==> src/source/merge_pkg.sv <==
`default_nettype none

package merge_pkg;

	// Word address and data widths
	localparam int unsigned addr_w = 8;
	localparam int unsigned data_w = 32;
	localparam int unsigned strb_w = data_w / 8;

	// Lookup table depth, one entry per request id
	localparam int unsigned num_outstanding = 16;
	localparam int unsigned id_w = $clog2(num_outstanding);
	localparam int unsigned tag_w = 4;

	typedef logic [id_w-1:0] req_id_t;

	// Tag is opaque to the stage
	typedef struct packed {
		req_id_t            req_id;
		logic [tag_w-1:0]   tag;
	} user_t;

	typedef struct packed {
		logic [addr_w-1:0]  addr;
		logic               write;
		logic [strb_w-1:0]  strb;
		logic [data_w-1:0]  data;
		user_t              user;
	} mem_req_t;

	typedef struct packed {
		logic               write;
		logic [data_w-1:0]  data;
		user_t              user;
	} mem_rsp_t;

	// Storage word, written per byte lane and read whole
	typedef union packed {
		logic [data_w-1:0]            word;
		logic [strb_w-1:0][7:0]       bytes;
	} mem_word_u;

	// Pending merged write, port 1 user kept for the fan-out
	typedef struct packed {
		logic   owed0;
		logic   owed1;
		user_t  user1;
	} lut_entry_t;

endpackage

`default_nettype wire

==> src/source/port_if.sv <==
`timescale 1ns/1ns
`default_nettype none

interface port_if (
	input logic clk_i
);
	import merge_pkg::*;

	// Request channel
	mem_req_t req;
	logic q_valid;
	logic q_ready;

	// Response channel
	mem_rsp_t rsp;
	logic p_valid;
	logic p_ready;

	// Side that issues requests and takes responses
	modport requester (
		input  clk_i,
		output req, q_valid, p_ready,
		input  q_ready, rsp, p_valid
	);

	// Side that accepts requests and returns responses
	modport responder (
		input  clk_i,
		input  req, q_valid, p_ready,
		output q_ready, rsp, p_valid
	);

	// Observe only
	modport monitor (
		input clk_i, req, q_valid, q_ready, rsp, p_valid, p_ready
	);

endinterface

`default_nettype wire

==> src/source/merge_decode.sv <==
`timescale 1ns/1ns
`default_nettype none

module merge_decode (
	port_if.monitor                      port0_i,
	port_if.monitor                      port1_i,
	output logic                         merge_o,
	output logic [merge_pkg::strb_w-1:0] merged_strb_o,
	output logic [merge_pkg::data_w-1:0] merged_data_o
);
	import merge_pkg::*;

	logic both_valid;
	logic both_write;
	logic same_addr;

	// Both ports must present a request this cycle
	assign both_valid = port0_i.q_valid && port1_i.q_valid;

	// Reads never merge
	assign both_write = port0_i.req.write && port1_i.req.write;

	assign same_addr = (port0_i.req.addr == port1_i.req.addr);

	assign merge_o = both_valid && both_write && same_addr;

	// Combined write covers every lane either port touches
	assign merged_strb_o = port0_i.req.strb | port1_i.req.strb;

	// Lane select per byte
	// port 1 overrides port 0 wherever it strobes
	for (genvar i = 0; i < strb_w; i++) begin : gen_lane
		assign merged_data_o[i*8 +: 8] = port1_i.req.strb[i] ?
			port1_i.req.data[i*8 +: 8] : port0_i.req.data[i*8 +: 8];
	end

endmodule

`default_nettype wire

==> src/flat_wrapper.sv <==
// flat-port wrapper written by rule: the top's interface ports become plain ports
module merge_decode_flat import merge_pkg::*;
  (merge_o, merged_strb_o, merged_data_o, clk_i, port0_i_req, port0_i_q_valid, port0_i_q_ready, port0_i_rsp, port0_i_p_valid, port0_i_p_ready, port1_i_req, port1_i_q_valid, port1_i_q_ready, port1_i_rsp, port1_i_p_valid, port1_i_p_ready);
  port_if port0_i_i (.clk_i(clk_i));
  port_if port1_i_i (.clk_i(clk_i));
  output logic merge_o;
  output logic [merge_pkg::strb_w-1:0] merged_strb_o;
  output logic [merge_pkg::data_w-1:0] merged_data_o;
  input wire logic clk_i;
  input wire logic [$bits(port0_i_i.req)-1:0] port0_i_req;
  input wire logic [$bits(port0_i_i.q_valid)-1:0] port0_i_q_valid;
  input wire logic [$bits(port0_i_i.q_ready)-1:0] port0_i_q_ready;
  input wire logic [$bits(port0_i_i.rsp)-1:0] port0_i_rsp;
  input wire logic [$bits(port0_i_i.p_valid)-1:0] port0_i_p_valid;
  input wire logic [$bits(port0_i_i.p_ready)-1:0] port0_i_p_ready;
  input wire logic [$bits(port1_i_i.req)-1:0] port1_i_req;
  input wire logic [$bits(port1_i_i.q_valid)-1:0] port1_i_q_valid;
  input wire logic [$bits(port1_i_i.q_ready)-1:0] port1_i_q_ready;
  input wire logic [$bits(port1_i_i.rsp)-1:0] port1_i_rsp;
  input wire logic [$bits(port1_i_i.p_valid)-1:0] port1_i_p_valid;
  input wire logic [$bits(port1_i_i.p_ready)-1:0] port1_i_p_ready;
  assign port0_i_i.req = port0_i_req;
  assign port0_i_i.q_valid = port0_i_q_valid;
  assign port0_i_i.q_ready = port0_i_q_ready;
  assign port0_i_i.rsp = port0_i_rsp;
  assign port0_i_i.p_valid = port0_i_p_valid;
  assign port0_i_i.p_ready = port0_i_p_ready;
  assign port1_i_i.req = port1_i_req;
  assign port1_i_i.q_valid = port1_i_q_valid;
  assign port1_i_i.q_ready = port1_i_q_ready;
  assign port1_i_i.rsp = port1_i_rsp;
  assign port1_i_i.p_valid = port1_i_p_valid;
  assign port1_i_i.p_ready = port1_i_p_ready;
  merge_decode u_core (.port0_i(port0_i_i), .port1_i(port1_i_i), .merge_o(merge_o), .merged_strb_o(merged_strb_o), .merged_data_o(merged_data_o));
endmodule
==> config.mk <==
export PLATFORM = sky130hd
export DESIGN_NAME = merge_decode_flat
export DESIGN_NICKNAME = d
export VERILOG_FILES = /design/src/source/merge_pkg.sv /design/src/source/port_if.sv /design/src/source/merge_decode.sv /design/src/flat_wrapper.sv
export SDC_FILE = /design/constraint.sdc
export NUM_CORES = 1
export LEC_CHECK = 0
export ABC_CLOCK_PERIOD_IN_PS = 870
export BUFFER_PORTS_ARGS = -buffer_cell sky130_fd_sc_hd__clkbuf_2
export CAP_MARGIN = 0
export CORE_AREA = 2 2 92 94
export DETAILED_ROUTE_END_ITERATION = 10
export DIE_AREA = 0 0 94 96
export PLACE_DENSITY = 0.47
export SLEW_MARGIN = 20
export SYNTH_ARGS = -nofsm -noshare
export SYNTH_HDL_FRONTEND = slang
export SYNTH_SLANG_ARGS = --single-unit
==> constraint.sdc <==
create_clock -name vclk -period 0.87
set_clock_uncertainty 0.05 [all_clocks]
set_input_delay 0.087 -clock vclk [all_inputs]
set_output_delay 0.087 -clock vclk [all_outputs]
set_load 0.1 [all_outputs]
==> run metrics <==
Syn Area/Cell=9.72 sq um; Final Wtd Congestion=0.678; Pwr Density=1010 mW/mm^2; pin count of the biggest net entering global routing=10; Hold-fix buffers, CTS=0; area occupied by registers=0 sq um; sequential element share of the synthesized area=0; core area=0.00805 sq mm; seq_cells=0; Vias/cell=3.24; endpoints failing hold=0; unrepaired setup endpoints after global routing=true; Filler Cell Count=875; gr busiest metal=met2; DR WL/cell=9.95 microns; post-synthesis cell type count=8; status=complete, but fails checks; CP max FO=1; initial DRC count=2; final setup fails=1; final worst slack=-0.281 ns; Slew @ Worst Pin=0.266 ns; Clock power frac=0; WS Path Type=primary input to output pin; Syn Std Cell Area=505 sq um; diode count=0; worst relative slew slack=0.821; met2 Use GR=0.118; placed cell area=0.00196 sq mm; gr usage total=0.0530; die height=96 microns; leakage power=1.09 nW; Tmin final=1.15 ns; total grt overflow=0; syn nets=249; postcts setup bufs=0; initial core utilization=0.0628; switching share of power=0.577; Internal Power=0.000887 W; drc violations=0; Max-cap violations=0; M3 GR Usage=0.00940; sequential power share=0; Worst VDD drop=312 uV; Row Count=33; post-DP HPWL=2620 microns; antenna violations before repair=0; TNS Setup=-0.281 ns; via count=924; area delta synth->final=310%; Routed WL=2840 microns; # clk buffers=0; Net Switching=0.00121 W; Max Clk Rate=869 MHz; Nets=379; Hold Path Class=primary input to output pin; die area=0.00902 sq mm; element type at the critical path end=output pin; antenna viol nets, final=0; vias in the first global route=900; first-pass GRT wire length=4020 microns; final worst path period share=1.32; DRT Pass-1 Iters=2; CP Launch Type=primary input; fin area=0.00207 sq mm; synth warn=0; IO Count=234; GR met1 Demand/Resource=0.0524; dpl ws=-0.303 ns; Critical Path AT=1.01 ns; die width=94 microns; port bufs=129; layout cells sized above 1=0.939; violated checks=negative setup slack; Crit path required time=0.73 ns; Post-Synthesis Cells=52; combinational share of power=1.000; max-slew violation count=0
[cell usage in the layout (no fill, tap or decap)]
| cell | Yosys | routed |
|---|---|---|
| buf_6 | 0 | 3 |
| or2_4 | 0 | 4 |
| xor2_1 | 1 | 1 |
| nor4_4 | 0 | 1 |
| xnor2_1 | 7 | 7 |
| nand4_1 | 2 | 2 |
| mux2_4 | 0 | 32 |
| buf_12 | 0 | 37 |
| nand3_1 | 1 | 1 |
| clkbuf_2 | 0 | 88 |
| clkbuf_16 | 0 | 4 |
[stage by stage]
stage / hold slack [ns] / std cells / utilization / total power (W)
5_1_grt: 0.483 / 285 / 0.257 / 0.00217
6_report: 0.473 / 285 / 0.257 / 0.00210
3_3_place_gp: 0.474 / 282 / 0.243 / 0.00205
2_1_floorplan: 0.370 / 52 / - / 0.00127
4_1_cts: 0.476 / 282 / 0.253 / 0.00210
3_5_place_dp: 0.476 / 282 / 0.243 / 0.00207
[worst max-delay path, cell delays in order]
cell and delay (ns):
clkbuf_2 0.09, xnor2_1 0.15, nand3_1 0.13, nor4_4 0.35, buf_12 0.21
[metal layers]
metal | routed length, microns | up-vias
met5 | 0 | -
met4 | 0 | 0
met3 | 290 | 0
met2 | 1680 | 69
met1 | 864 | 407
li1 | - | 448
[power by group through the flow]
stage / combinational (W) / clock, W / sequential (W)
finish: 0.00210 / 0 / 0
global route: 0.00217 / 0 / 0
CTS: 0.00210 / 0 / 0
detailed placement: 0.00207 / 0 / 0
global placement: 0.00205 / 0 / 0
floorplan: 0.00127 / 0 / 0
[repair_timing]
item                       CTS  global route
setup endpoints to repair   37             7
pin swaps                    2             0
gates resized for setup     12             0
gates cloned                 0             3
[cell usage after synthesis (all sizes together)]
master  instances  area, sq um
mux2           32          360
xnor2           7         61.3
buf             4         20.0
or2             4         25.0
nand4           2         12.5
nand3           1         5.00
nor4            1         12.5
xor2            1         8.76
[final timing paths]
kind / endpoint / depth (start not counted) / from
setup / recovery: merge_o / 5 / port0_i_req[52]
hold / removal: merged_strb_o[3] / 3 / port0_i_req[43]
[cell type report]
type                       instances  area (sq um)  area share
multi-input combinational         48           624       0.302
timing repair buffer             132          1320       0.635
tap                              105           131      0.0634
[cell families after synthesis]
logic type	synth area share
AND/OR/NAND/NOR	0.109
buffers and inverters	0.0396
multiplexers	0.713
XOR/XNOR	0.139
No activity file was read; power rests on OpenSTA's default activity.
